## src/rtl/isaPkg.sv

```systemverilog
`default_nettype none

package isaPkg;

    localparam int dataW    = 32;
    localparam int regAddrW = 5;
    localparam int numRegs  = 32;

    // field positions
    localparam int opLsb    = 26;
    localparam int rsLsb    = 21;
    localparam int rtLsb    = 16;
    localparam int rdLsb    = 11;
    localparam int shamtLsb = 6;
    localparam int opW      = 6;
    localparam int functW   = 6;
    localparam int shamtW   = 5;
    localparam int immW     = 16;
    localparam int jIndexW  = 26;

    localparam logic [opW-1:0] opSpecial = 6'h00;
    localparam logic [opW-1:0] opJ       = 6'h02;
    localparam logic [opW-1:0] opBeq     = 6'h04;
    localparam logic [opW-1:0] opBne     = 6'h05;
    localparam logic [opW-1:0] opAddiu   = 6'h09;
    localparam logic [opW-1:0] opSlti    = 6'h0a;
    localparam logic [opW-1:0] opAndi    = 6'h0c;
    localparam logic [opW-1:0] opOri     = 6'h0d;
    localparam logic [opW-1:0] opXori    = 6'h0e;
    localparam logic [opW-1:0] opLui     = 6'h0f;
    localparam logic [opW-1:0] opLw      = 6'h23;
    localparam logic [opW-1:0] opSw      = 6'h2b;

    localparam logic [functW-1:0] fnSll  = 6'h00;
    localparam logic [functW-1:0] fnSrl  = 6'h02;
    localparam logic [functW-1:0] fnSra  = 6'h03;
    localparam logic [functW-1:0] fnAddu = 6'h21;
    localparam logic [functW-1:0] fnSubu = 6'h23;
    localparam logic [functW-1:0] fnAnd  = 6'h24;
    localparam logic [functW-1:0] fnOr   = 6'h25;
    localparam logic [functW-1:0] fnXor  = 6'h26;
    localparam logic [functW-1:0] fnNor  = 6'h27;
    localparam logic [functW-1:0] fnSlt  = 6'h2a;
    localparam logic [functW-1:0] fnSltu = 6'h2b;

    typedef logic [dataW-1:0]    word_t;
    typedef logic [regAddrW-1:0] regAddr_t;
    typedef logic [dataW-1:0]    instr_t;

endpackage

`default_nettype wire

```

## src/rtl/fetchStage.sv

```systemverilog
`default_nettype none

module fetchStage
    import isaPkg::*;
(
    input  wire logic  clk,
    input  wire logic  rst,
    input  wire logic  stall,
    input  wire logic  branchTaken,
    input  wire word_t branchTarget,
    output word_t      pc,
    output word_t      pcPlus4
);

    word_t nextPc;

    assign pcPlus4 = pc + 32'd4;

    // a branch stuck behind a hazard waits until its operands are ready
    always_comb begin
        if (stall) begin
            nextPc = pc;
        end else if (branchTaken) begin
            nextPc = branchTarget;
        end else begin
            nextPc = pcPlus4;
        end
    end

    always_ff @(posedge clk or posedge rst) begin
        if (rst) begin
            pc <= '0;
        end else begin
            pc <= nextPc;
        end
    end

endmodule

`default_nettype wire

```

## config.mk

```make
export PLATFORM = sky130hd
export DESIGN_NAME = fetchStage
export DESIGN_NICKNAME = d
export VERILOG_FILES = /design/src/rtl/isaPkg.sv /design/src/rtl/fetchStage.sv
export SDC_FILE = /design/constraint.sdc
export NUM_CORES = 1
export LEC_CHECK = 0
export BUFFER_PORTS_ARGS = -buffer_cell sky130_fd_sc_hd__buf_2
export CORE_UTILIZATION = 24
export CTS_BUF_LIST = sky130_fd_sc_hd__clkbuf_4
export CTS_CLUSTER_SIZE = 40
export DETAILED_ROUTE_END_ITERATION = 6
export GPL_TIMING_DRIVEN = 0
export PLACE_DENSITY_LB_ADDON = 0.12
export SLEW_MARGIN = 40
export SYNTH_ARGS = -nofsm -noshare
export SYNTH_HDL_FRONTEND = slang
export SYNTH_SLANG_ARGS = --single-unit
```

## constraint.sdc

```tcl
create_clock -name clk -period 5.6 [get_ports clk]
set_input_delay 0.28 -clock clk [delete_from_list [all_inputs] [get_ports clk]]
set_output_delay 0.28 -clock clk [all_outputs]
set_load 0.05 [all_outputs]
```

## Yosys cells after proc, flatten, opt, wreduce, memory -nomap -nowiden

Cells that the tools add are included.

- Register bits after elaboration: 32
- Logic and storage cells: 3
- Output and inout bits: 64

- Mux-type cells: 1
- Add/subtract/negate cells: 1

Operators with widths:

| kind | count |
|---|---|
| $add 32x3->32 const B | 1 |
| $mux 32 | 1 |

## Logic depth before layout (Yosys ltp)

- Word-level depth: 2
- Gate-level depth with buffers: 6
- Depth with buffers taken out: 6

## Worst setup path before layout

Ideal clock, no wire load.

- Path type: register to output
- Start: register pc[2]
- End: output pcPlus4[30]
- Setup slack: 2.597 ns
- Path buffers: 0
- Arrival: 2.723 ns
- Data required time: 5.320 ns
- Stages on the path, launching flop included: 7
- Cells stage by stage: dfrtp_1 ha_1 nand3_2 nor3_4 nand3_2 nor4_2 xor2_1

- Cells in the longest elaborated chain, start to end: 1

RTL lines:

| what | line | RTL |
|---|---|---|
| start: declaration | fetchStage.sv:11 | `output word_t pc,` |
| start signal: assignment | fetchStage.sv:34 | `pc <= nextPc;` |
| $add 32x3->32 | fetchStage.sv:17 | `assign pcPlus4 = pc + 32'd4;` |
| end: declaration | fetchStage.sv:12 | `output word_t pcPlus4` |

No other way between the ends.

## Worst setup path in the final report

Ends and elaborated chain as after synthesis.

==> out/results.tsv <==
stage	metric	value	unit
cells_and_area	# diodes	0	
cts	Clock Path Buffers	2	
logic_synthesis	top cell type's share of synthesized area	0.328	
cts	Setup Fix Bufs, Post-CTS	0	
place	dpl cell area	3120	sq um
logic_synthesis	syn avg cell area	8.50	sq um
logic_synthesis	Mapped Area	2440	sq um
logic_synthesis	most area-consuming cells after synthesis	dfrtp_1 (33%), xnor2_1 (7.2%), a22oi_1 (4.6%)	
die	die height	103	um
logic_synthesis	most numerous cell in the Yosys netlist	dfrtp_1	
die	Die X-Extent	103	um
outcome	outcome	complete, no violations	
timing	f_max	335	MHz
hold_path	Hold Path Depth	3	
cells_and_area	area of the multi-input gates	1510	sq um
worst_setup_path	critical path type	flop to primary output	
cells_and_area	most flop-heavy register	pc	
worst_setup_path	FF-to-FF path depth	6	
cts	htree depth	2	
logic_synthesis	Post-Syn Nets	324	
cells_and_area	final net count	432	
routing	Residual DRC	0	
hold_path	Hold WC Path Type	primary input to flop	
worst_setup_path	most frequent CP cell	nand3_2	
worst_setup_path	Worst Setup End Kind	primary output	
routing	Wirelength per Cell	16.6	um
die	die area	10600	sq um
logic_synthesis	synthesized instance count	287	
worst_setup_path	crit-path cells	ha_1 > nand3_2 > nor3_4 > nand3_2 > nor4_2 > xor2_1 > buf_2	
hold_path	HP Start	branchTarget[0]	
die	Core Area	9820	sq um
worst_setup_path	slowest stage cell on the critical path	dfrtp_1	
logic_synthesis	Most used DFF post-synth	dfrtp_1	
die	row cnt	36	
run	Max-Cap Viols	0	
worst_setup_path	Max Fanout on Critical Path	8	
global_route	first-pass GRT wire length	13500	um
timing	post-route clock skew	0.0184	ns
cells_and_area	sequential cell area	801	sq um
place	DP Wirelength	6590	um
worst_setup_path	type of origin of the critical path	flop	
hold_path	Hold Path Sink	pc[0]	
global_route	vias in the first global route	2456	
logic_synthesis	Synth Register Bits	32	
timing	Final Hold Vio Count	0	
cts	later-pin clock latency in the skew report	0.35	ns
routing	WL final	8780	um
timing	Final min period	2.98	ns
logic_synthesis	Yosys cell types	53	
worst_setup_path	Crit path required time	5.32	ns
routing	vias per cell	4.90	
timing	period utilization	0.533	
logic_synthesis	ys async rst share	1.00	
worst_setup_path	CP arrival	2.70	ns
global_route	gr usage total	0.169	
cells_and_area	Fillers	1113	
timing	Setup violations, final	0	
die	IO Pins	100	
cts	Inserted Clock Buffers	5	
power_and_ir_drop	Leakage Power	1.39	nW
timing	setup TNS	0	ns
cells_and_area	Area Growth Syn to Fin	30.6	%
timing	worst-margin pin slew	0.683	ns
cells_and_area	max FFs per register	32	
worst_setup_path	R2R setup slack	3.41	ns
cells_and_area	share of cells above drive strength 1	0.348	
global_route	initial antenna violation count	0	
cts	clk root buf	clkbuf_4	
routing	DRT Pass-1 Iters	4	
timing	Max Slew Vio Count	0	
die	Starting Density	0.248	
routing	Via Count	2591	
place	GPL Wtd Cong	0.755	
cts	clk slew on worst S/H paths	0.12	ns
timing	max_slew headroom	0.545	
cts	post-CTS sizing	0	
logic_synthesis	Syn. warnings	0	
global_route	largest net degree at the start of global routing	22	
worst_setup_path	Top delay family on crit path	simple AND/OR/NAND/NOR gates	
worst_setup_path	Worst R2R End	pc[18]	
power_and_ir_drop	worst vdd ir	119	uV
place	number of port buffers	99	
cells_and_area	finished layout cell area	3180	sq um
worst_setup_path	CP bufs+invs	1	
power_and_ir_drop	total power	0.971	mW
cts	clk sinks	32	
logic_synthesis	post-synth top area cell	dfrtp_1	
routing	DRT antenna net count	0	
power_and_ir_drop	PD cells	305	nW/um^2
logic_synthesis	number of flops mapped to enable cells by yosys	0	
worst_setup_path	reg2reg start	pc[2]	
logic_synthesis	sequential area share after synthesis	0.328	
worst_setup_path	CP max stage delay	0.50	ns
routing	initial DRC count	91	
cells_and_area	largest registers	pc: 32 flops	
logic_synthesis	Synth top cells by count	dfrtp_1 (32), nor2_1 (29), nand2_1 (26)	
cts	TritonCTS clock tree	done	
timing	RSZ-0062 raised after global routing	no	
global_route	GR Overflow Total	0	
[stage by stage]
| step | hold WS [ns] | setup WS [ns] | std cells | util |
|---|---|---|---|---|
| floorplan | 0.385 | 2.60 | 287 | - |
| global placement | 0.481 | 2.94 | 519 | 0.316 |
| detailed placement | 0.257 | 2.97 | 520 | 0.318 |
| CTS | 0.112 | 2.58 | 529 | 0.324 |
| global route | 0.121 | 2.36 | 529 | 0.324 |
| finish | 0.118 | 2.62 | 529 | 0.324 |
[power by group]
part | internal [mW] | total, mW | switching (mW)
combinational | 0.127 | 0.515 | 0.389
clock | 0.0461 | 0.137 | 0.0912
sequential | 0.264 | 0.319 | 0.0545
[placed cells by master, fill, tap and decap left out, types with 6 or more instances in the layout]
cell	instances
a21oi_1	9
a22oi_1	15
clkbuf_1	13
xnor2_1	20
nand3_1	21
inv_1	6
dfrtp_1	32
buf_2	105
xor2_1	8
nor2_1	28
o21ai_0	16
mux2i_1	6
nor3_1	6
nand2_1	26
[layout make-up]
cell class                      instances  area share
Inverter                                8     0.00943
Clock inverter                          3     0.00432
Sequential cell                        32       0.251
Tap cell                              133      0.0523
Clock buffer                            5      0.0118
Buffer                                 22      0.0310
Timing Repair Buffer                  101       0.165
Multi-Input combinational cell        225       0.475
[repair_timing]
item | CTS | global route
endpoints found under the setup margin | 0 | 0
hold buffers | 1 | 0
endpoints found under the hold margin | 11 | 0
[cell families (layout without fill, tap and decap cells)]
group,Yosys count,count (layout),share of synthesized area
DFF,32,32,0.328
AOI/OAI and AO/OA,63,63,0.173
buffers and inverters,30,139,0.0528
and+or+nand+nor,127,127,0.316
muxes,6,6,0.0246
adders and majority gates,1,1,0.00513
xor gates and xnor gates,28,28,0.101
[metal layers]
| metal | part of all wire | vias up | track usage | routed length [um] |
|---|---|---|---|---|
| li1 | - | 1259 | - | - |
| met1 | 0.48 | 1245 | 0.230 | 4200 |
| met2 | 0.46 | 85 | 0.281 | 4060 |
| met3 | 0.056 | 2 | 0.0319 | 491 |
| met4 | 0.0033 | 0 | 0.0325 | 29 |
| met5 | 0 | - | 0 | 0 |
[worst max path at each step]
stage                from     endpoint  cells after the start
finish              pc[2]  pcPlus4[30]                      7
detailed placement  pc[2]  pcPlus4[30]                      7
global route        pc[2]  pcPlus4[30]                      7
CTS                 pc[2]  pcPlus4[30]                      7
global placement    pc[2]  pcPlus4[30]                      7
floorplan           pc[2]  pcPlus4[30]                      6
[worst register-to-register path: stages, from the launching register on]
cell	delay (ns)
dfrtp_1	0.50
ha_1	0.32
nand3_2	0.22
nor2_2	0.30
nand3_1	0.25
or4_1	0.45
nand3_1	0.09
(Power assumes the default switching activity.)
