===== src/rtl/isaPkg.sv =====
`default_nettype none

package isaPkg;

    localparam int dataW    = 32;
    localparam int regAddrW = 5;
    localparam int numRegs  = 32;

    // field positions
    localparam int opLsb    = 26;
    localparam int rsLsb    = 21;
    localparam int rtLsb    = 16;
    localparam int rdLsb    = 11;
    localparam int shamtLsb = 6;
    localparam int opW      = 6;
    localparam int functW   = 6;
    localparam int shamtW   = 5;
    localparam int immW     = 16;
    localparam int jIndexW  = 26;

    localparam logic [opW-1:0] opSpecial = 6'h00;
    localparam logic [opW-1:0] opJ       = 6'h02;
    localparam logic [opW-1:0] opBeq     = 6'h04;
    localparam logic [opW-1:0] opBne     = 6'h05;
    localparam logic [opW-1:0] opAddiu   = 6'h09;
    localparam logic [opW-1:0] opSlti    = 6'h0a;
    localparam logic [opW-1:0] opAndi    = 6'h0c;
    localparam logic [opW-1:0] opOri     = 6'h0d;
    localparam logic [opW-1:0] opXori    = 6'h0e;
    localparam logic [opW-1:0] opLui     = 6'h0f;
    localparam logic [opW-1:0] opLw      = 6'h23;
    localparam logic [opW-1:0] opSw      = 6'h2b;

    localparam logic [functW-1:0] fnSll  = 6'h00;
    localparam logic [functW-1:0] fnSrl  = 6'h02;
    localparam logic [functW-1:0] fnSra  = 6'h03;
    localparam logic [functW-1:0] fnAddu = 6'h21;
    localparam logic [functW-1:0] fnSubu = 6'h23;
    localparam logic [functW-1:0] fnAnd  = 6'h24;
    localparam logic [functW-1:0] fnOr   = 6'h25;
    localparam logic [functW-1:0] fnXor  = 6'h26;
    localparam logic [functW-1:0] fnNor  = 6'h27;
    localparam logic [functW-1:0] fnSlt  = 6'h2a;
    localparam logic [functW-1:0] fnSltu = 6'h2b;

    typedef logic [dataW-1:0]    word_t;
    typedef logic [regAddrW-1:0] regAddr_t;
    typedef logic [dataW-1:0]    instr_t;

endpackage

`default_nettype wire


===== src/rtl/regFile.sv =====
`default_nettype none

module regFile
    import isaPkg::*;
(
    input  wire logic     clk,
    input  wire logic     rst,
    input  wire regAddr_t rsAddr,
    input  wire regAddr_t rtAddr,
    output word_t         rsData,
    output word_t         rtData,
    input  wire logic     wena,
    input  wire regAddr_t waddr,
    input  wire word_t    wdata
);

    word_t regs [1:numRegs-1]; // r0 has no storage

    // write-through so decode sees this cycle's write-back
    assign rsData = (rsAddr == '0) ? '0 :
                    (wena && waddr == rsAddr) ? wdata : regs[rsAddr];
    assign rtData = (rtAddr == '0) ? '0 :
                    (wena && waddr == rtAddr) ? wdata : regs[rtAddr];

    always_ff @(posedge clk or posedge rst) begin
        if (rst) begin
            for (int i = 1; i < numRegs; i++) begin
                regs[i] <= '0;
            end
        end else if (wena && waddr != '0) begin
            regs[waddr] <= wdata;
        end
    end

endmodule

`default_nettype wire


===== config.mk =====
export PLATFORM = sky130hd
export DESIGN_NAME = regFile
export DESIGN_NICKNAME = d
export VERILOG_FILES = /design/src/rtl/isaPkg.sv /design/src/rtl/regFile.sv
export SDC_FILE = /design/constraint.sdc
export NUM_CORES = 2
export LEC_CHECK = 0
export ABC_CLOCK_PERIOD_IN_PS = 74000
export BUFFER_PORTS_ARGS = -buffer_cell sky130_fd_sc_hd__buf_2
export CAP_MARGIN = 10
export CORE_UTILIZATION = 43
export DETAILED_ROUTE_END_ITERATION = 10
export PLACE_DENSITY = 0.59
export SETUP_SLACK_MARGIN = 0.15
export SLEW_MARGIN = 15
export SYNTH_ARGS = -nofsm -noshare
export SYNTH_HDL_FRONTEND = slang
export SYNTH_SLANG_ARGS = --single-unit

===== constraint.sdc =====
create_clock -name clk -period 74 [get_ports clk]
set_input_delay 0 -clock clk [delete_from_list [all_inputs] [get_ports clk]]
set_output_delay 0 -clock clk [all_outputs]
set_load 0.02 [all_outputs]

==> After elaboration in Yosys (flattened, before gate mapping) <==
Cells that the tools add are included.
{ "word_totals": {"regBits": 992} }
{ "op_classes": {"n_lt_le_gt_ge": 4, "eq_ne": 2, "muxes": 13, "bitwise": 3, "reduce_logical": 7} }
{ "op_table": {"columns": ["operator", "n"], "rows": [
  ["992-bit bitwise mux", 1],
  ["32-bit binary-select mux with 5-bit select", 2],
  ["32-bit 2-to-1 mux", 9],
  ["32-bit demux with 5-bit select", 1],
  ["6-bit greater-or-equal comparator, second input constant", 3],
  ["5-bit inverter with 6-bit output", 3],
  ["5-bit == test", 2],
  ["5-bit zero test", 2],
  ["6-bit by 1-bit < comparator with 1-bit output, second input constant", 1],
  ["5-bit nonzero test", 1],
  ["1-bit logical AND", 4]
]} }

==> Depth between registers and ports, before layout <==
{ "logic_depth": {"word_depth": 6, "depth_mapped": 9, "mapped_depth_nobuf": 5} }

==> Least setup slack after synthesis <==
OpenSTA, ideal clock, no wires.
{ "synth_timing": {"kind": "in2out", "from": "in waddr[1]", "to": "out rtData[10]", "t_arrival_ns": 1.685, "t_required_ns": 74.000, "path_slack_ns": 72.315, "path_stages": 8, "path_buffers": 3, "cell_sequence": "clkbuf_1 xor2_1 nor4_1 and3_1 buf_2 buf_2 a211oi_1 nor3_1"} }
{ "synth_via": {"elab_chain_cells": 4} }
{ "synth_rtl": {"columns": ["element", "line", "rtl"], "rows": [
  ["start, declared", "regFile.sv:13", "input wire regAddr_t waddr,"],
  ["5-bit == test", "regFile.sv:23", "(wena && waddr == rtAddr) ? wdata : regs[rtAddr];"],
  ["1-bit logical AND", "regFile.sv:23", null],
  ["32-bit 2-to-1 mux", "regFile.sv:23", null],
  ["32-bit 2-to-1 mux", "regFile.sv:22", "assign rtData = (rtAddr == '0) ? '0 :"],
  ["end, declared", "regFile.sv:11", "output word_t rtData,"]
]} }
Every way passes these cells.

==> Worst setup path after layout <==
{ "layout_timing": {"from": "in rsAddr[1]", "to": "out rsData[11]"} }
{ "layout_via": {"elab_chain_cells": 6, "elab_cells_between_ends": 9} }
{ "layout_rtl": {"columns": ["element", "line", "rtl"], "rows": [
  ["start, declared", "regFile.sv:8", "input wire regAddr_t rsAddr,"],
  ["5-bit inverter with 6-bit output (not written as such)", "regFile.sv:21", "(wena && waddr == rsAddr) ? wdata : regs[rsAddr];"],
  ["32-bit binary-select mux with 5-bit select", "regFile.sv:21", null],
  ["32-bit 2-to-1 mux (not written as such) (2 in series)", "regFile.sv:21", null],
  ["32-bit 2-to-1 mux", "regFile.sv:21", null],
  ["32-bit 2-to-1 mux (*)", "regFile.sv:20", "assign rsData = (rsAddr == '0) ? '0 :"],
  ["end, declared", "regFile.sv:10", "output word_t rsData,"]
]} }
Every way passes the cells marked *; elsewhere a longest branch is shown, timed or not. The select of a mux whose other input is x is not followed.

==> qor.txt <==
Die height: 354.3 microns
Synth Warn #: 0
Worst-path fanout max: 68
Wirelength per Cell: 31.66 microns
Std cell rows: 128
Part of the power in registers: 44.1%
Layout cells sized above 1: 49.24%
Slowest Stage Delay on Critical Path: 0.84 ns
Grt ovf: 0
Clock-pin slew on the worst setup and hold paths: 0.06 ns
Predominant post-synthesis flop cell: dfrtp_1
# resized after CTS: 0
Arr. time, crit path: 4.61 ns
Most numerous cell on the critical path: buf_4
Die area: 0.1255 sq mm
Endpoints failing hold: 0
Area delta synth->final: 11.14%
Most frequent cells after synthesis: dfrtp_1, mux2_2, mux4_2
DR pass1 iterations: 5
Syn Std Cell Area: 0.05336 sq mm
Worst setup SP type: input port
H-tree levels: 3
Placer Congestion: 0.8020
HP Class: input port to async pin
Detailed Place HPWL: 94560 microns
Fin crit period: 4.610 ns
Area contributors post-synth: dfrtp_1, mux2_2, mux4_2, mux2_1, a22oi_1
FMAX: 216.9 MHz
Slew margin rel.: 22.20%
Vias/cell: 6.526
Total power: 1.644 mW
Async SR Flop Fraction: 100.0%
Int Pwr: 1.202 mW
Max FFs per register: 992
Post-synth EDFFs: 0
Total track usage: 26.77%
Largest Register: regs
Clk pwr share: 36.1%
Post-CTS Setup Inserts: 0
Vias in the first global route: 35060
Sw Share: 26.93%
Register bit count reported by yosys: 992
Sequential area share after synthesis: 46.52%
DRT iter0 DRCs: 3222
Pwr/cell area: 27.73 mW/mm^2
Top-area cell type share of the netlist area: 46.52%
Switching power: 442.8 uW
R2R Setup Slk: 73.18 ns
Worst vdd rail ir drop: 0.01903 mV
Core Region: 0.1224 sq mm
Num ports: 114
Max clock buf depth: 3
Status: completed
Setup violators final: 0
Port Buf Inserts: 113
Clock sink count: 992
Initial core utilization: 43.61%
Largest registers: regs x992
RSZ-0062 raised after global routing: false
Crit-path cells: buf_8 -> buf_4 -> buf_4 -> buf_4 -> mux4_2 -> o22ai_1 -> nor4_1 -> o221a_1 -> buf_2
Max-Cap Viols: 0
Worst setup EP type: output port
Crit path buffers/inverters: 5
Top-count cell post-synth: dfrtp_1
Root Buffer Master: clkbuf_16
Gate power share: 19.8%
Cell taking the most area after synthesis: dfrtp_1
Via count: 34370
Clock Latency Late Sink: 0.71 ns
Hold Buf Count CTS: 33
Post-route ant nets: 0
Initial antenna violation count: 2
Period Utilization, post-route: 6.229%
Crit path from: rsAddr[1]
Post-Synthesis Cells: 3603
CP top delay family: buffers and inverters
Die X-Extent: 354.3 microns
Worst path slowest cell: buf_4
R2r endpoint: regs[216]$_DFFE_PP0P_
Largest net degree at the start of global routing: 169
Synthesized area per cell: 14.81 sq um
CTS Buf Count: 111
Pins Over Slew Limit: 0
CP Class: input port to output port
Lkg Pwr: 25.40 nW
Worst-Margin Slew: 1.164 ns
R2R depth: 1
Yosys cell types: 43
Critical Path RT: 74.00 ns
First-pass GRT wire length: 248400 microns
Drt drc: 0
Post-synth net total: 3653
RR Startpoint: regs[216]$_DFFE_PP0P_
Final setup TNS: 0 ns
Total wire length: 166700 microns
CTS tree: yes
Clk_skew: 0 ns
Nets: 3595
-- cell families after synthesis --
| logic type | after synthesis | synth area share (%) |
|---|---|---|
| muxes | 1569 | 42.43 |
| DFF | 992 | 46.52 |
| buffers and inverters | 406 | 3.625 |
| AOI/OAI and AO/OA | 318 | 4.591 |
| and+or+nand+nor | 308 | 2.666 |
| xor gates and xnor gates | 10 | 0.1641 |
-- layout by cell type (no fill, tap or decap), types with 33 or more instances in the layout --
master,synthesis,layout
a22oi_1,93,93
a221oi_1,63,63
clkbuf_16,0,116
dlygate4sd3_1,0,33
mux2_2,904,904
nor2_1,145,127
buf_2,136,107
mux2_1,152,152
nor3_1,34,34
nand2_1,53,37
dfrtp_1,992,992
mux4_2,449,449
mux2i_1,64,64
buf_4,24,84
clkbuf_8,0,33
a21oi_1,35,35
-- power by group through the flow --
stage	Sequential [mW]	Combinational (mW)	Clock (mW)
after floorplan	0.708	0.264	0
after global placement	0.726	0.319	0
after detailed placement	0.731	0.325	0
after CTS	0.722	0.327	0.606
after global routing	0.739	0.349	0.628
final	0.725	0.325	0.594
-- routing by layer --
layer / part of all wire, % / GRT usage, % / up-vias
li1: - / - / 13930
met2: 46 / 41.30 / 1290
met4: 3.0 / 8.431 / 2
met3: 6.2 / 4.082 / 315
met1: 44 / 38.91 / 18840
met5: 0.061 / 0.5283 / -
-- layout make-up --
class / instances / area (sq um)
antenna: 2 / 5.005
timing repair buffer: 232 / 1637
fill: 10690 / 63050
clock inverter: 37 / 516.7
sequential: 992 / 24820
multi-input combinational: 2205 / 26840
inverter: 3 / 18.77
tap: 1625 / 2033
clock buffer: 170 / 3436
-- how the worst max path moves through the flow --
stage	to	slack, ns	cells past startpoint
after global routing	rsData[11]	69.06	9
after global placement	rsData[11]	69.34	9
after floorplan	regs[0]$_DFFE_PP0P_	46.09	1
final	rsData[11]	69.39	9
after CTS	rsData[11]	69.39	9
after detailed placement	rsData[11]	69.40	9
-- stage by stage --
step                      cell area (sq um)  worst slack, ns  std cells  hold slack [ns]  util [%]
after floorplan                       53360            46.09       3603           0.1347         -
after global placement                55020            69.34       5024           0.2891     44.97
after detailed placement              55020            69.40       5024           0.2829     44.97
after CTS                             59300            69.39       5264          0.07089     48.47
after global routing                  59300            69.06       5264           0.1352     48.47
final                                 59310            69.39       5266          0.05713     48.47
Note: power is estimated with default switching activity, not from simulation.
