### src/rtl/isaPkg.sv
`default_nettype none

package isaPkg;

    localparam int dataW    = 32;
    localparam int regAddrW = 5;
    localparam int numRegs  = 32;

    // field positions
    localparam int opLsb    = 26;
    localparam int rsLsb    = 21;
    localparam int rtLsb    = 16;
    localparam int rdLsb    = 11;
    localparam int shamtLsb = 6;
    localparam int opW      = 6;
    localparam int functW   = 6;
    localparam int shamtW   = 5;
    localparam int immW     = 16;
    localparam int jIndexW  = 26;

    localparam logic [opW-1:0] opSpecial = 6'h00;
    localparam logic [opW-1:0] opJ       = 6'h02;
    localparam logic [opW-1:0] opBeq     = 6'h04;
    localparam logic [opW-1:0] opBne     = 6'h05;
    localparam logic [opW-1:0] opAddiu   = 6'h09;
    localparam logic [opW-1:0] opSlti    = 6'h0a;
    localparam logic [opW-1:0] opAndi    = 6'h0c;
    localparam logic [opW-1:0] opOri     = 6'h0d;
    localparam logic [opW-1:0] opXori    = 6'h0e;
    localparam logic [opW-1:0] opLui     = 6'h0f;
    localparam logic [opW-1:0] opLw      = 6'h23;
    localparam logic [opW-1:0] opSw      = 6'h2b;

    localparam logic [functW-1:0] fnSll  = 6'h00;
    localparam logic [functW-1:0] fnSrl  = 6'h02;
    localparam logic [functW-1:0] fnSra  = 6'h03;
    localparam logic [functW-1:0] fnAddu = 6'h21;
    localparam logic [functW-1:0] fnSubu = 6'h23;
    localparam logic [functW-1:0] fnAnd  = 6'h24;
    localparam logic [functW-1:0] fnOr   = 6'h25;
    localparam logic [functW-1:0] fnXor  = 6'h26;
    localparam logic [functW-1:0] fnNor  = 6'h27;
    localparam logic [functW-1:0] fnSlt  = 6'h2a;
    localparam logic [functW-1:0] fnSltu = 6'h2b;

    typedef logic [dataW-1:0]    word_t;
    typedef logic [regAddrW-1:0] regAddr_t;
    typedef logic [dataW-1:0]    instr_t;

endpackage

`default_nettype wire

### src/rtl/pipePkg.sv
`default_nettype none

package pipePkg;

    import isaPkg::*;

    typedef enum logic [3:0] {
        aluAdd,
        aluSub,
        aluAnd,
        aluOr,
        aluXor,
        aluNor,
        aluSlt,
        aluSltu,
        aluSll,
        aluSrl,
        aluSra,
        aluLui
    } aluOp_t;

    localparam int dmemWords = 256;
    localparam int dmemAddrW = $clog2(dmemWords);

    typedef struct packed {
        word_t  pcPlus4;
        instr_t instr;
    } ifId_t;

    typedef struct packed {
        word_t              rsData;
        word_t              rtData;
        word_t              imm;
        logic [shamtW-1:0]  shamt;
        aluOp_t             aluOp;
        logic               srcAShamt; // operand A from shamt instead of rs
        logic               srcBImm;   // operand B from imm instead of rt
        regAddr_t           dest;
        logic               regWena;
        logic               memRead;
        logic               memWrite;
    } idExe_t;

    typedef struct packed {
        word_t    aluResult;
        word_t    storeData;
        regAddr_t dest;
        logic     regWena;
        logic     memRead;
        logic     memWrite;
    } exeMem_t;

    typedef struct packed {
        word_t    result;
        regAddr_t dest;
        logic     regWena;
    } memWb_t;

endpackage

`default_nettype wire

### src/rtl/decodeStage.sv
`default_nettype none

module decodeStage
    import isaPkg::*;
    import pipePkg::*;
(
    input  wire instr_t instr,
    input  wire word_t  pcPlus4,
    input  wire word_t  rsData,
    input  wire word_t  rtData,
    output regAddr_t    rsAddr,
    output regAddr_t    rtAddr,
    output logic        rsUsed,
    output logic        rtUsed,
    output logic        branchTaken,
    output word_t       branchTarget,
    output idExe_t      ctrl
);

    logic [opW-1:0]     opcode;
    logic [functW-1:0]  funct;
    regAddr_t           rdAddr;
    logic [immW-1:0]    imm16;
    logic [jIndexW-1:0] jIndex;
    logic               immZero;
    logic               wena;
    regAddr_t           dest;
    word_t              brTarget;
    word_t              jTarget;

    assign opcode = instr[opLsb +: opW];
    assign funct  = instr[0 +: functW];
    assign rsAddr = instr[rsLsb +: regAddrW];
    assign rtAddr = instr[rtLsb +: regAddrW];
    assign rdAddr = instr[rdLsb +: regAddrW];
    assign imm16  = instr[0 +: immW];
    assign jIndex = instr[0 +: jIndexW];

    assign brTarget = pcPlus4 + {{(dataW-immW-2){imm16[immW-1]}}, imm16, 2'b00};
    assign jTarget  = {pcPlus4[dataW-1 -: 4], jIndex, 2'b00};

    assign branchTaken = (opcode == opBeq && rsData == rtData) ||
                         (opcode == opBne && rsData != rtData) ||
                         (opcode == opJ);
    assign branchTarget = (opcode == opJ) ? jTarget : brTarget;

    always_comb begin
        ctrl    = '0;
        rsUsed  = 1'b0;
        rtUsed  = 1'b0;
        immZero = 1'b0;
        wena    = 1'b0;
        dest    = rtAddr; // rd only for R-type
        ctrl.aluOp = aluAdd;
        case (opcode)
            opSpecial: begin
                dest   = rdAddr;
                wena   = 1'b1;
                rsUsed = 1'b1;
                rtUsed = 1'b1;
                case (funct)
                    fnAddu: ctrl.aluOp = aluAdd;
                    fnSubu: ctrl.aluOp = aluSub;
                    fnAnd:  ctrl.aluOp = aluAnd;
                    fnOr:   ctrl.aluOp = aluOr;
                    fnXor:  ctrl.aluOp = aluXor;
                    fnNor:  ctrl.aluOp = aluNor;
                    fnSlt:  ctrl.aluOp = aluSlt;
                    fnSltu: ctrl.aluOp = aluSltu;
                    fnSll, fnSrl, fnSra: begin
                        rsUsed = 1'b0;
                        ctrl.srcAShamt = 1'b1;
                        ctrl.aluOp = (funct == fnSll) ? aluSll :
                                     (funct == fnSrl) ? aluSrl : aluSra;
                    end
                    default: wena = 1'b0; // unsupported funct acts as nop
                endcase
            end
            opAddiu, opSlti, opAndi, opOri, opXori, opLui, opLw: begin
                wena = 1'b1;
                rsUsed = (opcode != opLui);
                ctrl.srcBImm = 1'b1;
                immZero = (opcode == opAndi) || (opcode == opOri) ||
                          (opcode == opXori) || (opcode == opLui);
                ctrl.memRead = (opcode == opLw);
                case (opcode)
                    opSlti:  ctrl.aluOp = aluSlt;
                    opAndi:  ctrl.aluOp = aluAnd;
                    opOri:   ctrl.aluOp = aluOr;
                    opXori:  ctrl.aluOp = aluXor;
                    opLui:   ctrl.aluOp = aluLui;
                    default: ctrl.aluOp = aluAdd;
                endcase
            end
            opSw: begin
                rsUsed = 1'b1;
                rtUsed = 1'b1;
                ctrl.srcBImm  = 1'b1;
                ctrl.memWrite = 1'b1;
            end
            opBeq, opBne: begin
                rsUsed = 1'b1;
                rtUsed = 1'b1;
            end
            default: ;
        endcase
        ctrl.rsData  = rsData;
        ctrl.rtData  = rtData;
        ctrl.shamt   = instr[shamtLsb +: shamtW];
        ctrl.imm     = immZero ? {{(dataW-immW){1'b0}}, imm16}
                               : {{(dataW-immW){imm16[immW-1]}}, imm16};
        ctrl.dest    = dest;
        ctrl.regWena = wena && (dest != '0); // r0 writes dropped here
    end

endmodule

`default_nettype wire

### config.mk
export PLATFORM = sky130hd
export DESIGN_NAME = decodeStage
export DESIGN_NICKNAME = d
export VERILOG_FILES = /design/src/rtl/isaPkg.sv /design/src/rtl/pipePkg.sv /design/src/rtl/decodeStage.sv
export SDC_FILE = /design/constraint.sdc
export NUM_CORES = 1
export LEC_CHECK = 0
export BUFFER_PORTS_ARGS = -buffer_cell sky130_fd_sc_hd__buf_2
export CAP_MARGIN = 25
export CORE_AREA = 2 2 112 114
export DETAILED_ROUTE_END_ITERATION = 8
export DIE_AREA = 0 0 114 116
export GPL_ROUTABILITY_DRIVEN = 1
export MAX_ROUTING_LAYER = met4
export PLACE_DENSITY = 0.7
export SYNTH_ARGS = -nofsm -noshare
export SYNTH_HDL_FRONTEND = slang
export SYNTH_SLANG_ARGS = --single-unit
### constraint.sdc
create_clock -name vclk -period 2.6
set_clock_uncertainty 0.15 [all_clocks]
set_input_delay 0.26 -clock vclk [all_inputs]
set_output_delay 0.26 -clock vclk [all_outputs]
set_load 0.005 [all_outputs]
* Yosys cells after proc, flatten, opt, wreduce, memory -nomap -nowiden
Index checks and enable logic that the tools add are counted.
Word-level totals: bits in registers 0, output and inout port bits 160
Cells by class: add/subtract/negate cells 1, eq/ne operators 24, muxes and demuxes 19, reductions and logical operators 17
Operator list (number):
- $mux 32 | 2
- $eq 6x6->1 const B | 10
- $eq 6x4->1 const B | 6
- $add 32x32->32 | 1
- $eq 32x32->1 | 1
- $ne 32x32->1 | 1
- $pmux 4 s8 | 1
- $pmux 4 s5 | 1
- $eq 6x2->1 const B | 3
- $eq 6x3->1 const B | 2
- $logic_not 6->1 | 2
- $reduce_or 11->1 | 1
- $mux 1 | 9
- $pmux 4 s2 | 1
- $reduce_or 8->1 | 1
- $reduce_or 7->1 | 1
- $ne 6x4->1 const B | 1
- $reduce_or 3->1 | 2
- $logic_or 1x1->1 | 5
- $mux 5 | 1
- $reduce_bool 5->1 | 1
- $mux 2 | 2
- $reduce_or 4->1 | 1
- $logic_and 1x1->1 | 3
- 2 further kinds | 2

* Depth between registers and ports, before layout
word-level depth 6, depth in mapped cells 11

* Least setup slack after synthesis
OpenSTA, ideal clock, no wires.
path type input to output, start input instr[0], end output branchTarget[30], arrival time 2.309 ns, data required time 2.190 ns, slack -0.119 ns, stages 11, path buffers 0, path through ha_1 -> fa_1 -> a211oi_1 -> nor2_1 -> o21ai_1 -> a2111o_1 -> o211ai_1 -> a31oi_1 -> a21oi_1 -> xnor2_1 -> a21oi_1
Between the ends: word-level cells in the longest chain between the ends 2
RTL lines:
- start, declared | RTL line decodeStage.sv:7 | input wire instr_t instr,
- $add 32x32->32 | RTL line decodeStage.sv:39 | assign brTarget = pcPlus4 + {{(dataW-immW-2){imm16[immW-1]}}, imm16, 2'b00};
- $mux 32 | RTL line decodeStage.sv:45 | assign branchTarget = (opcode == opJ) ? jTarget : brTarget;
- end, declared | RTL line decodeStage.sv:16 | output word_t branchTarget,
Every way passes these cells.

* Final worst setup path
start input instr[6], end output branchTarget[31]
Same word-level chain as after synthesis.

==> flow_metrics.py <==
metrics = {
    "worst_setup_path": {
        "critPathKind": "in -> out",
        "worst_path_max_delay_cell": "or3_1",
        "cp_top_family": "compound AO/OA/AOI/OAI gates",
        "timing.critical_path.mode_cell": "or3_1",
        "critPathMaxFanout": 2,
        "cp.arrival_ps": 2360,
        "endpoint_kind": "output pin",
        "required_ps": 2190,
        "path_cells": "buf_8 -> ha_4 -> a21oi_2 -> or3_1 -> o211ai_2 -> a41o_4 -> a2111oi_4 -> nor4_2 -> or3_1 -> nand3_2 -> xnor2_1 -> buf_2",
        "startpoint_type": "primary input",
        "crit_buf_inv": 2,
        "slowest_delay_ps": 380,
    },
    "detailed_routing": {
        "wirelength_um": 14000,
        "drtAntennaViolNets": 0,
        "first_iter_violations": 226,
        "firstDrtPassIters": 4,
        "dr_total_vias": 4518,
        "wl_per_cell_um": 14.9,
        "via_per_inst": 4.83,
        "route.detailed.drc": 0,
    },
    "sta": {
        "rsz0062_at_grt": "true",
        "finalMaxSlewViolations": 0,
        "min_period_ps": 2770,
        "fin_crit_sh_pct": 106,
        "worst_pin_slew_ps": 562,
        "holdWs_ps": 552,
        "setup_violations": 12,
        "clock.fmax_ghz": 0.361,
        "maxSlewHeadroom_pct": 62.0,
        "hold_viol_final": 0,
        "setup_ws_ps": -169,
    },
    "run": {
        "cap_violations": 0,
    },
    "logic_synthesis": {
        "ys_warn_count": 0,
        "synthXorXnorAreaFrac_pct": 15.8,
        "synth_simple_gate_area_share_pct": 21.8,
        "yosysUniqueCellTypes": 53,
        "synth_mux_area_share_pct": 1.60,
        "syn-cell-area_um2": 3450,
        "synth_area_per_cell_um2": 6.74,
        "synthAdderAreaFrac_pct": 11.1,
        "seq_area_frac_synth_pct": 0,
        "synthCells": 511,
        "synth_compound_area_share_pct": 23.0,
        "synth_top_family_by_area": "buffers and inverters",
        "synthesis.nets": 669,
    },
    "final_layout": {
        "seq_cell_count": 0,
        "fillers": 1155,
        "nets": 949,
        "multiInputGateArea_um2": 3070,
        "syn_to_final_growth_pct": 66.6,
        "ff_latch_area_um2": 0,
        "fin_cells": 936,
        "final_common_cell": "buf_2",
        "diodes": 0,
        "drive_gt1_share_pct": 62.0,
        "layout_common_cells": "buf_2 (276), buf_4 (103), nand2_1 (48)",
        "nClkBuffers": 0,
    },
    "die": {
        "core-area_um2": 11900,
        "die_x_um": 114,
        "dieArea_um2": 13200,
        "io_pins": 288,
        "placementRows": 40,
        "die_h_um": 116,
        "start_util_pct": 28.9,
    },
    "global_route": {
        "gr-total-overflow": 0,
        "grt_pass1_vias": 4015,
        "grt_use_total_pct": 19.2,
        "antenna_found_initial": 0,
        "grt_pass1_wl_um": 20100,
        "grt_max_degree": 32,
    },
    "status": {
        "status": "complete, but fails checks",
        "violations": "setup timing",
    },
    "clock_network": {
        "ctsHoldBuffers": 0,
    },
    "pwr": {
        "total_power_w": 0.00139,
        "leakagePower_nw": 2.82,
        "p_per_area_nw_per_um2": 241,
        "ir_drop_uv": 94.8,
    },
    "placed_design": {
        "dpl.hpwl_um": 11400,
        "port-buffer-count": 288,
        "gp_congestion": 0.929,
        "placed_cells": 920,
    },
    "min_path": {
        "worst_hold_path_type": "in -> out",
    },
}
## report_power, final
| group | internal [W] | switching (W) |
|---|---|---|
| sequential | 0 | 0 |
| clock | 0 | 0 |
| combinational | 0.000740 | 0.000646 |
## layout make-up
cell class         instances  share of cell area [%]
well taps                147                    3.20
repair buffers           403                    42.8
multi-input cells        380                    53.6
inverters                  6                   0.392
## cells in the mapped netlist (2+ instances only)
cell | instances | area, um2
nor4_1 | 6 | 37.5
nand4_1 | 15 | 93.8
nor2_1 | 42 | 158
buf_4 | 110 | 826
or3_1 | 2 | 12.5
xor2_1 | 14 | 123
nor4b_1 | 2 | 17.5
a21o_1 | 8 | 60.1
o21ai_0 | 21 | 105
a31oi_1 | 7 | 43.8
and2_1 | 3 | 18.8
inv_1 | 6 | 22.5
xnor2_1 | 48 | 420
o21a_1 | 3 | 22.5
a211oi_1 | 6 | 45.0
o21ai_1 | 14 | 70.1
nor3_1 | 4 | 20.0
nand2b_1 | 3 | 18.8
nand2_1 | 55 | 206
a21oi_1 | 42 | 210
nand3_1 | 12 | 60.1
mux2_2 | 4 | 45.0
clkbuf_1 | 12 | 45.0
o31ai_1 | 3 | 22.5
ha_1 | 29 | 363
nand3_2 | 2 | 20.0
o211ai_1 | 2 | 15.0
o21bai_1 | 6 | 45.0
nor2b_1 | 6 | 37.5
## worst paths after layout
path / from / end / depth (start not counted)
hold / removal: instr[24] / rsAddr[3] / 2
setup / recovery: instr[6] / branchTarget[31] / 12
## metrics by stage
stage | setup TNS (ps) | utilization, % | area [um2] | setup slack, ps
5_1_grt | -2910 | 48.2 | 5740 | -290
2_1_floorplan | 0 | - | 3480 | 4.10
3_3_place_gp | -3670 | 41.7 | 4970 | -345
4_1_cts | -1230 | 44.9 | 5340 | -224
6_report | -1320 | 48.2 | 5740 | -169
3_5_place_dp | -3710 | 41.7 | 4970 | -354
## cell families after synthesis
| group | count (synthesis) |
|---|---|
| AOI/OAI and AO/OA | 125 |
| xor gates and xnor gates | 62 |
| adders and majority gates | 30 |
| buffers and inverters | 131 |
| muxes | 5 |
| and+or+nand+nor | 158 |
## routing by layer
layer,routed length [um],GRT usage (%),vias to the layer above,share of wire (%)
met4,198,2.36,0,1.4
met1,5980,24.6,2071,43
met2,6810,33.1,186,49
li1,-,-,2247,-
met3,960,2.67,14,6.9
met5,0,-,-,0
## timing repair
item                                    CTS  global route
endpoints found under the setup margin   18            19
hold endpoints to repair                  0             0
setup buffers                             4            14
gates resized for setup                  54            67
pin swaps                                32            56
(Power assumes the default switching activity.)
