[config.mk]
export PLATFORM = sky130hd
export DESIGN_NAME = hazardUnit
export DESIGN_NICKNAME = d
export VERILOG_FILES = /design/src/rtl/isaPkg.sv /design/src/rtl/hazardUnit.sv
export SDC_FILE = /design/constraint.sdc
export NUM_CORES = 1
export LEC_CHECK = 0
export ABC_AREA = 0
export BUFFER_PORTS_ARGS = -buffer_cell sky130_fd_sc_hd__buf_4
export CORE_AREA = 2 2 39 41
export DETAILED_ROUTE_END_ITERATION = 8
export DIE_AREA = 0 0 41 43
export PLACE_DENSITY = 0.55
export SETUP_SLACK_MARGIN = 0.2
export SLEW_MARGIN = 20
export SYNTH_ARGS = -nofsm -noshare
export SYNTH_HDL_FRONTEND = slang
export SYNTH_SLANG_ARGS = --single-unit
[constraint.sdc]
create_clock -name vclk -period 1.4
set_input_delay 0.21 -clock vclk [all_inputs]
set_output_delay 0.21 -clock vclk [all_outputs]
set_load 0.05 [all_outputs]
[src/rtl/isaPkg.sv]
`default_nettype none

package isaPkg;

    localparam int dataW    = 32;
    localparam int regAddrW = 5;
    localparam int numRegs  = 32;

    // field positions
    localparam int opLsb    = 26;
    localparam int rsLsb    = 21;
    localparam int rtLsb    = 16;
    localparam int rdLsb    = 11;
    localparam int shamtLsb = 6;
    localparam int opW      = 6;
    localparam int functW   = 6;
    localparam int shamtW   = 5;
    localparam int immW     = 16;
    localparam int jIndexW  = 26;

    localparam logic [opW-1:0] opSpecial = 6'h00;
    localparam logic [opW-1:0] opJ       = 6'h02;
    localparam logic [opW-1:0] opBeq     = 6'h04;
    localparam logic [opW-1:0] opBne     = 6'h05;
    localparam logic [opW-1:0] opAddiu   = 6'h09;
    localparam logic [opW-1:0] opSlti    = 6'h0a;
    localparam logic [opW-1:0] opAndi    = 6'h0c;
    localparam logic [opW-1:0] opOri     = 6'h0d;
    localparam logic [opW-1:0] opXori    = 6'h0e;
    localparam logic [opW-1:0] opLui     = 6'h0f;
    localparam logic [opW-1:0] opLw      = 6'h23;
    localparam logic [opW-1:0] opSw      = 6'h2b;

    localparam logic [functW-1:0] fnSll  = 6'h00;
    localparam logic [functW-1:0] fnSrl  = 6'h02;
    localparam logic [functW-1:0] fnSra  = 6'h03;
    localparam logic [functW-1:0] fnAddu = 6'h21;
    localparam logic [functW-1:0] fnSubu = 6'h23;
    localparam logic [functW-1:0] fnAnd  = 6'h24;
    localparam logic [functW-1:0] fnOr   = 6'h25;
    localparam logic [functW-1:0] fnXor  = 6'h26;
    localparam logic [functW-1:0] fnNor  = 6'h27;
    localparam logic [functW-1:0] fnSlt  = 6'h2a;
    localparam logic [functW-1:0] fnSltu = 6'h2b;

    typedef logic [dataW-1:0]    word_t;
    typedef logic [regAddrW-1:0] regAddr_t;
    typedef logic [dataW-1:0]    instr_t;

endpackage

`default_nettype wire

[src/rtl/hazardUnit.sv]
`default_nettype none

module hazardUnit
    import isaPkg::*;
(
    input  wire regAddr_t rsAddr,
    input  wire regAddr_t rtAddr,
    input  wire logic     rsUsed,
    input  wire logic     rtUsed,
    input  wire regAddr_t exeDest,
    input  wire regAddr_t memDest,
    input  wire logic     exeWena,
    input  wire logic     memWena,
    output logic          stall
);

    logic exePending;
    logic memPending;
    logic rsHit;
    logic rtHit;

    // no forwarding, so any pending producer blocks decode
    assign exePending = exeWena && exeDest != '0;
    assign memPending = memWena && memDest != '0;

    assign rsHit = rsUsed && ((exePending && exeDest == rsAddr) ||
                              (memPending && memDest == rsAddr));
    assign rtHit = rtUsed && ((exePending && exeDest == rtAddr) ||
                              (memPending && memDest == rtAddr));

    assign stall = rsHit || rtHit;

endmodule

`default_nettype wire

* Yosys cells after proc, flatten, opt, wreduce, memory -nomap -nowiden
Cells that the tools add are included.
** Storage, ports and cells
- Register bits :: 0
- Logic and storage cells :: 17
- Bits of input ports :: 24
- Output and inout port bits :: 1
** Operators by class
- Reductions and logical operators :: 13
- Equality and inequality tests :: 4
** Operators by type and width (count)
- 5-bit == test :: 4
- 5-bit nonzero test :: 2
- 1-bit logical AND :: 8
- 1-bit logical OR :: 3

* Longest topological paths before layout
Gate-level depths: netlist of run 1.
- Depth after elaboration :: 6
- Gate-level depth with buffers :: 4
- Gate-level depth less buffers :: 4

* Worst setup path before layout of run 1
OpenSTA, ideal clock, no wires.
- Path kind :: input to output
- Start point :: in exeDest[4]
- End point :: out stall
- Stages on the path :: 4
- Data required time :: 1.190 ns
- Buffers on the path :: 0
- Slack :: -0.317 ns
- Data arrival time :: 1.507 ns
- Cells stage by stage :: xor2_1 -> nor4_1 -> a32oi_1 -> o22ai_1
** Between the ends
- Longest elaborated chain between the ends :: 6
- Elaborated cells on any way between the ends :: 11
- Classes of those cells :: 2 x eq/ne; 9 x reduce/logical
** Ends and longest elaborated chain
- start, declared :: RTL line hazardUnit.sv:10 : input wire regAddr_t exeDest,
- 5-bit nonzero test :: RTL line hazardUnit.sv:23 : assign exePending = exeWena && exeDest != '0;
- 1-bit logical AND :: RTL line hazardUnit.sv:23
- 1-bit logical AND (on tied branches) :: RTL line hazardUnit.sv:26, hazardUnit.sv:28
- 1-bit logical OR (on tied branches) :: RTL line hazardUnit.sv:26, hazardUnit.sv:28
- 1-bit logical AND (on tied branches) :: RTL line hazardUnit.sv:26, hazardUnit.sv:28
- 1-bit logical OR (*) :: RTL line hazardUnit.sv:31 : assign stall = rsHit || rtHit;
- end, declared :: RTL line hazardUnit.sv:14 : output logic stall
Every way passes the cells marked *; elsewhere a longest branch is shown, timed or not.

* Final worst setup path of run 1
Same ends and word-level chain as after synthesis.

==> results.md, run 1 <==
- Final wirelength: 903 um
- Dominant cells by area after synthesis: xor2_1 54%, xnor2_1 13%, nor4_1 9.6%
- Max-cap viol count: 0
- Number of global-route vias before repair: 352
- Worst Hold Launch: memWena
- Hold crit path type: input port to output pin
- Routed Antenna Nets: 0
- Synth cell types: 8
- Count of input and output buffers: 25
- WS Path Type: input port to output pin
- Least-Margin Pin Slew: around 280 ps
- Cells after synthesis: 33
- Syn_nets: 57
- Crit start category: input port
- Avg Inst Size Synth: 7.92 um^2
- Violations in the final reports: negative setup slack
- Synthesized area: 262 um^2
- Avg Vias per Cell: roughly 4.4
- Iteration count of the initial detailed-routing pass: 2
- Worst slack, placed: -205 ps
- Post-synthesis mux area share: 0%
- Postcts setup bufs: 0
- Core area: between 0.001 and 0.0015 mm^2
- Synth Area in Adders: 0%
- WP data arrival: 1310 ps
- Die W: just over 40 um
- RSZ-0062 raised after global routing: yes
- Hold Buf Count CTS: 0
- Complex-gate fraction of the synthesized area: between 10 and 15%
- Routed vias: around 350
- Die Y: ~43 um
- Required time of the critical path: approximately 1200 ps
- Gr usage total: between 10% and 20%
- Final hold violations: 0
- Final setup vio count: 1
- DP HPWL: about 800 um
- Sequential cell count: 0
- Leakage Power: about 0.25 nW
- Register area: 0 um^2
- Minimum clock period: about 1500 ps
- Synth top area share: between 50% and 60%
- CP Capture Type: output pin
- Die ar.: approximately 0.0018 mm^2
- N_diodes: 0
- Multi-input gate area: about 320 um^2
- Synth Area in XOR/XNOR: roughly 67%
- VDD IR-drop max: 0.114 mV
- First-pass GRT wire length: approximately 1400 um
- Area Growth Syn to Fin: 122%
- Row cnt: 14
- Warnings, synthesis: 0
- Max_slew headroom: between 80% and 90%
- Pwr Density: 290 mW/mm^2
- Fin worst setup slack: -121 ps
- Crit Path Max Fanout: 3
- FMAX: roughly 0.66 GHz
- Fin cells: 79
- DR iter-0 viols: 1
- Final period util: 109%
- Main combinational cell family by area after synthesis: XOR/XNOR gates
- Initial Util: approximately a fifth
- # fillers: 151
- Slew Limit Fails: 0
- Final core occ: roughly two fifths
- Min Hold Slack: 815 ps
- Largest net degree at the start of global routing: 4
- GR Overflow Total: 0
- Layout cell share with drive strength beyond 1: between 60% and 70%
- Remaining DRCs: 0
- Post-Synth Simple-Gate Area: roughly a fifth
- Io pins: 25
- Initial antenna violation count: 0
- Sequential share of the synthesized area: 0%
- Setup crit start: exeDest[4]
- Nets@finish: 89
- Number of clock buffer instances in the layout: 0
- Post-synth top area cell: xor2_1
- Status: finished with violations
- Inst Count DP: between 70 and 80
- DR WL/cell: 11.4 um
- Routability cong.: around 0.80
repair_timing:
item | CTS | global route
setup endpoints to repair | 1 | 1
resized for setup | 5 | 7
pin swaps | 0 | 5
routing by layer:
layer  GRT usage, %  wire, um
met5              0         0
met1           12.7       317
met4              0         0
met3          0.524        63
met2           20.6       522
synthesized netlist by cell type:
master,number
o22ai_1,1
and2_1,2
nor4_1,4
or4_1,2
a32oi_1,2
xor2_1,16
xnor2_1,4
o21ai_1,2
cells in the final DEF (no fill, tap or decap):
master / count
or4_1: 2
a32oi_1: 2
o22ai_4: 1
o21ai_2: 2
buf_6: 5
xor2_2: 2
nor4_2: 3
xor2_1: 14
nor4_1: 1
and2_1: 2
xnor2_1: 4
buf_4: 25
report_power, final:
group	switching, W	leakage, nW	total, W	internal (W)
sequential	0	0	0	0
combinational	0.0000709	0.248	0.000169	0.0000976
clock	0	0	0	0
total	0.0000709	0.248	0.000169	0.0000976
final cells by class:
| type | instances | area share, % |
|---|---|---|
| well taps | 16 | 3.45 |
| multi-input cells | 33 | 54.5 |
| repair buffers | 30 | 42.0 |
critical path, cell delays in order:
cell and delay, ps:
buf_4 130, or4_1 530, o21ai_2 190, o22ai_4 90, buf_6 160
path summary, 6_finish.rpt:
| kind | endpoint | slack, ps | cells after the start |
|---|---|---|---|
| worst max-delay path | stall | -120 | 5 |
| worst min-delay path | stall | 810 | 4 |
stage by stage:
step | instance area (um^2) | TNS (ps) | power (W)
global placement | 520 | -213 | 0.000150
floorplan | 275 | 0 | 0.0000580
global route | 581 | -194 | 0.000183
finish | 581 | -121 | 0.000169
CTS | 542 | -134 | 0.000158
detailed placement | 520 | -205 | 0.000151
kinds of logic (layout without fill, tap and decap cells):
family                 Yosys count  in the layout
XOR/XNOR                        20             20
AND/OR/NAND/NOR                  8              8
AO/OA/AOI/OAI                    5              5
buffers and inverters            0             30
(Power assumes the default switching activity.)
==> run 2: changes to the inputs <==
--- a/config.mk
+++ b/config.mk
@@ -5,12 +5,12 @@
 export SDC_FILE = /design/constraint.sdc
 export NUM_CORES = 1
 export LEC_CHECK = 0
-export ABC_AREA = 0
+export ABC_AREA = 1
 export BUFFER_PORTS_ARGS = -buffer_cell sky130_fd_sc_hd__buf_4
 export CORE_AREA = 2 2 39 41
 export DETAILED_ROUTE_END_ITERATION = 8
 export DIE_AREA = 0 0 41 43
-export PLACE_DENSITY = 0.55
+export PLACE_DENSITY = 0.6
 export SETUP_SLACK_MARGIN = 0.2
 export SLEW_MARGIN = 20
 export SYNTH_ARGS = -nofsm -noshare
==> run 2 against run 1 <==
  * The run now ends clean
  * Worst setup slack better by 260 ps
  * Highest routed layer unchanged
  * Largest power group unchanged
  * Sequential share of layout area unchanged
  * Critical path depth up 4
  * Flip-flop and latch count unchanged
==> results.md, run 2 <==
- Slew Limit Fails: 0 (unchanged)
- DR WL/cell: 9.72 um (was 11.4 um)
- Crit Path Max Fanout: 3 (unchanged)
- Routed vias: 429 (was 348)
- CP Capture Type: output pin (unchanged)
- Synthesized area: 334 um^2 (was 262 um^2)
- Fin worst setup slack: 144 ps (was -121 ps)
- Sequential share of the synthesized area: 0% (unchanged)
- Cells after synthesis: 60 (was 33)
- Remaining DRCs: 0 (unchanged)
- Count leader, synth: nand2_1 (was xor2_1)
- Final wirelength: 982 um (was 903 um)
- WP data arrival: 1050 ps (was 1310 ps)
- Die W: 41 um (unchanged)
- Sequential cell count: 0 (unchanged)
- Leakage Power: 0.356 nW (was 0.248 nW)
- CP delay by family, top: simple AND/OR/NAND/NOR gates (unchanged)
- Gr usage total: 10.9% (was 10.7%)
- Pwr Density: 299 mW/mm^2 (was 290 mW/mm^2)
- Area Growth Syn to Fin: 103% (was 122%)
- Minimum clock period: 1260 ps (was 1520 ps)
- Routability cong.: 0.708 (was 0.804)
- Hold Buf Count CTS: 0 (unchanged)
- Hold crit path type: input port to output pin (unchanged)
- Commonest cells in the netlist: 18 x nand2_1, 10 x nor2_1, 10 x xor2_1, 8 x xnor2_1, 6 x inv_1 (was 16 x xor2_1, 4 x nor4_1, 4 x xnor2_1)
- RSZ-0062 raised after global routing: yes (unchanged)
- Initial Util: 24.1% (was 18.9%)
- Count of input and output buffers: 25 (unchanged)
- Register area: 0 um^2 (unchanged)
- Final period util: 89.7% (was 109%)
- Final hold violations: 0 (unchanged)
- Nets@finish: 111 (was 89)
- Number of global-route vias before repair: 381 (was 352)
- Crit path top cell by count: nand2_1
- Status: finished clean (was finished with violations)
- Buf+Inv Stages, Crit Path: 2 (unchanged)
- Crit-path max cell delay: 160 ps (was 530 ps)
- Crit start category: input port (unchanged)
- Commonest non-fill, non-tap cell in the layout: nand2_1 (was buf_4)
- Routed Antenna Nets: 0 (unchanged)
- Die ar.: 0.00176 mm^2 (unchanged)
- DR iter-0 viols: 5 (was 1)
- Synth cell types: 9 (was 8)
- Postcts setup bufs: 0 (unchanged)
- Avg Inst Size Synth: 5.57 um^2 (was 7.92 um^2)
- Io pins: 25 (unchanged)
- Die Y: 43 um (unchanged)
- Setup crit start: exeDest[0] (was exeDest[4])
- Synth top area share: 26.2% (was 53.6%)
- GR Overflow Total: 0 (unchanged)
- Most frequent cells in the layout: 18 x nand2_1, 12 x buf_4, 10 x xor2_1, 10 x buf_6, 7 x nor2_1 (was 25 x buf_4, 14 x xor2_1, 5 x buf_6)
- Worst Hold Launch: rsUsed (was memWena)
- Row cnt: 14 (unchanged)
- Slowest cell on the critical path: buf_6 (was or4_1)
- Least-Margin Pin Slew: 154 ps (was 285 ps)
- WS Path Type: input port to output pin (unchanged)
- Largest net degree at the start of global routing: 5 (was 4)
- Iteration count of the initial detailed-routing pass: 3 (was 2)
- Required time of the critical path: 1190 ps (about the same)
- Initial antenna violation count: 0 (unchanged)
- FMAX: 0.796 GHz (was 0.657 GHz)
- Critical path cell sequence: buf_6 > xnor2_2 > nand2_1 > nor2_1 > nand3_1 > nand2_1 > nand2_1 > nand2_1 > buf_6 (was buf_4 > or4_1 > o21ai_2 > o22ai_4 > buf_6)
- Number of clock buffer instances in the layout: 0 (unchanged)
- Worst slack, placed: 104 ps (was -205 ps)
- Warnings, synthesis: 0 (unchanged)
- Dominant cells by area after synthesis: xor2_1 26%, xnor2_1 21%, nand2_1 20% (was xor2_1 54%, xnor2_1 13%, nor4_1 9.6%)
- N_diodes: 0 (unchanged)
- First-pass GRT wire length: 1390 um (was 1370 um)
- Max_slew headroom: 89.7% (was 81.0%)
- Final setup vio count: 0 (was 1)
- Post-synth top area cell: xor2_1 (unchanged)
- Syn_nets: 84 (was 57)
- VDD IR-drop max: 0.116 mV (was 0.114 mV)
- Avg Vias per Cell: 4.25 (was 4.41)
- TNS Setup: 0 ps (was -121 ps)
- Max-cap viol count: 0 (unchanged)
- Core area: 0.00138 mm^2 (unchanged)
- Layout cell share with drive strength beyond 1: 47.1% (was 60.3%)
[run 2: cell types whose count changed in the layout (fill, tap and decap cells not counted), moves of 5 or more]
cell     before  now
nand2_1       0   18
buf_4        25   12
nor2_1        0    7
xnor2_2       0    6
buf_6         5   10
[run 2: power by group]
| part | total [W] | leakage [nW] | internal, W | switching [W] |
|---|---|---|---|---|
| logic | 0.000203 | 0.356 | 0.000120 | 0.0000831 |
| clock network | 0 | 0 | 0 | 0 |
| registers | 0 | 0 | 0 | 0 |
| total | 0.000203 | 0.356 | 0.000120 | 0.0000831 |
[run 2: path summary, 6_finish.rpt]
path                end  slack, ps  cells after the start
setup / recovery  stall        140                      9
hold / removal    stall        760                      4
[run 2: stage by stage]
step                hold WS, ps  area, um^2  total power, W  utilization [%]  instances
detailed placement          786         542        0.000157             39.2        101
finish                      764         678        0.000203             49.0        101
global placement            776         542        0.000157             39.2        101
CTS                         769         614        0.000181             44.4        101
floorplan                   739         334       0.0000730                -         60
global route                792         678        0.000220             49.0        101
[run 2: worst min-delay path, stage by stage]
cell	delay (ps)
buf_4	70
nand2_1	40
nand2_1	70
buf_6	160
[run 2: per-layer routing]
metal | GRT usage (%) | part of all wire [%] | up-vias
li1 | - | - | 231
met1 | 13.0 | 41 | 179
met2 | 20.6 | 49 | 19
met3 | 1.05 | 10 | 0
met4 | 0 | 0 | 0
met5 | 0 | 0 | -
[run 2: area by class of cell]
type                            instances  area, um^2
Fill cell                             148         706
Multi-Input combinational cell         54         388
Inverter                                6        22.5
Tap cell                               16        20.0
Timing Repair Buffer                   25         248
[run 2: what timing repair did]
action,CTS,global route
setup endpoints to repair,1,1
pin swaps,15,13
endpoints found under the hold margin,0,0
gates resized for setup,16,14
[run 2: cell families (layout without fill, tap and decap cells)]
| logic type | count (synthesis) | in the layout | synth area share (%) |
|---|---|---|---|
| simple gates | 36 | 36 | 46.1 |
| buf+inv | 6 | 31 | 6.74 |
| xor+xnor | 18 | 18 | 47.2 |
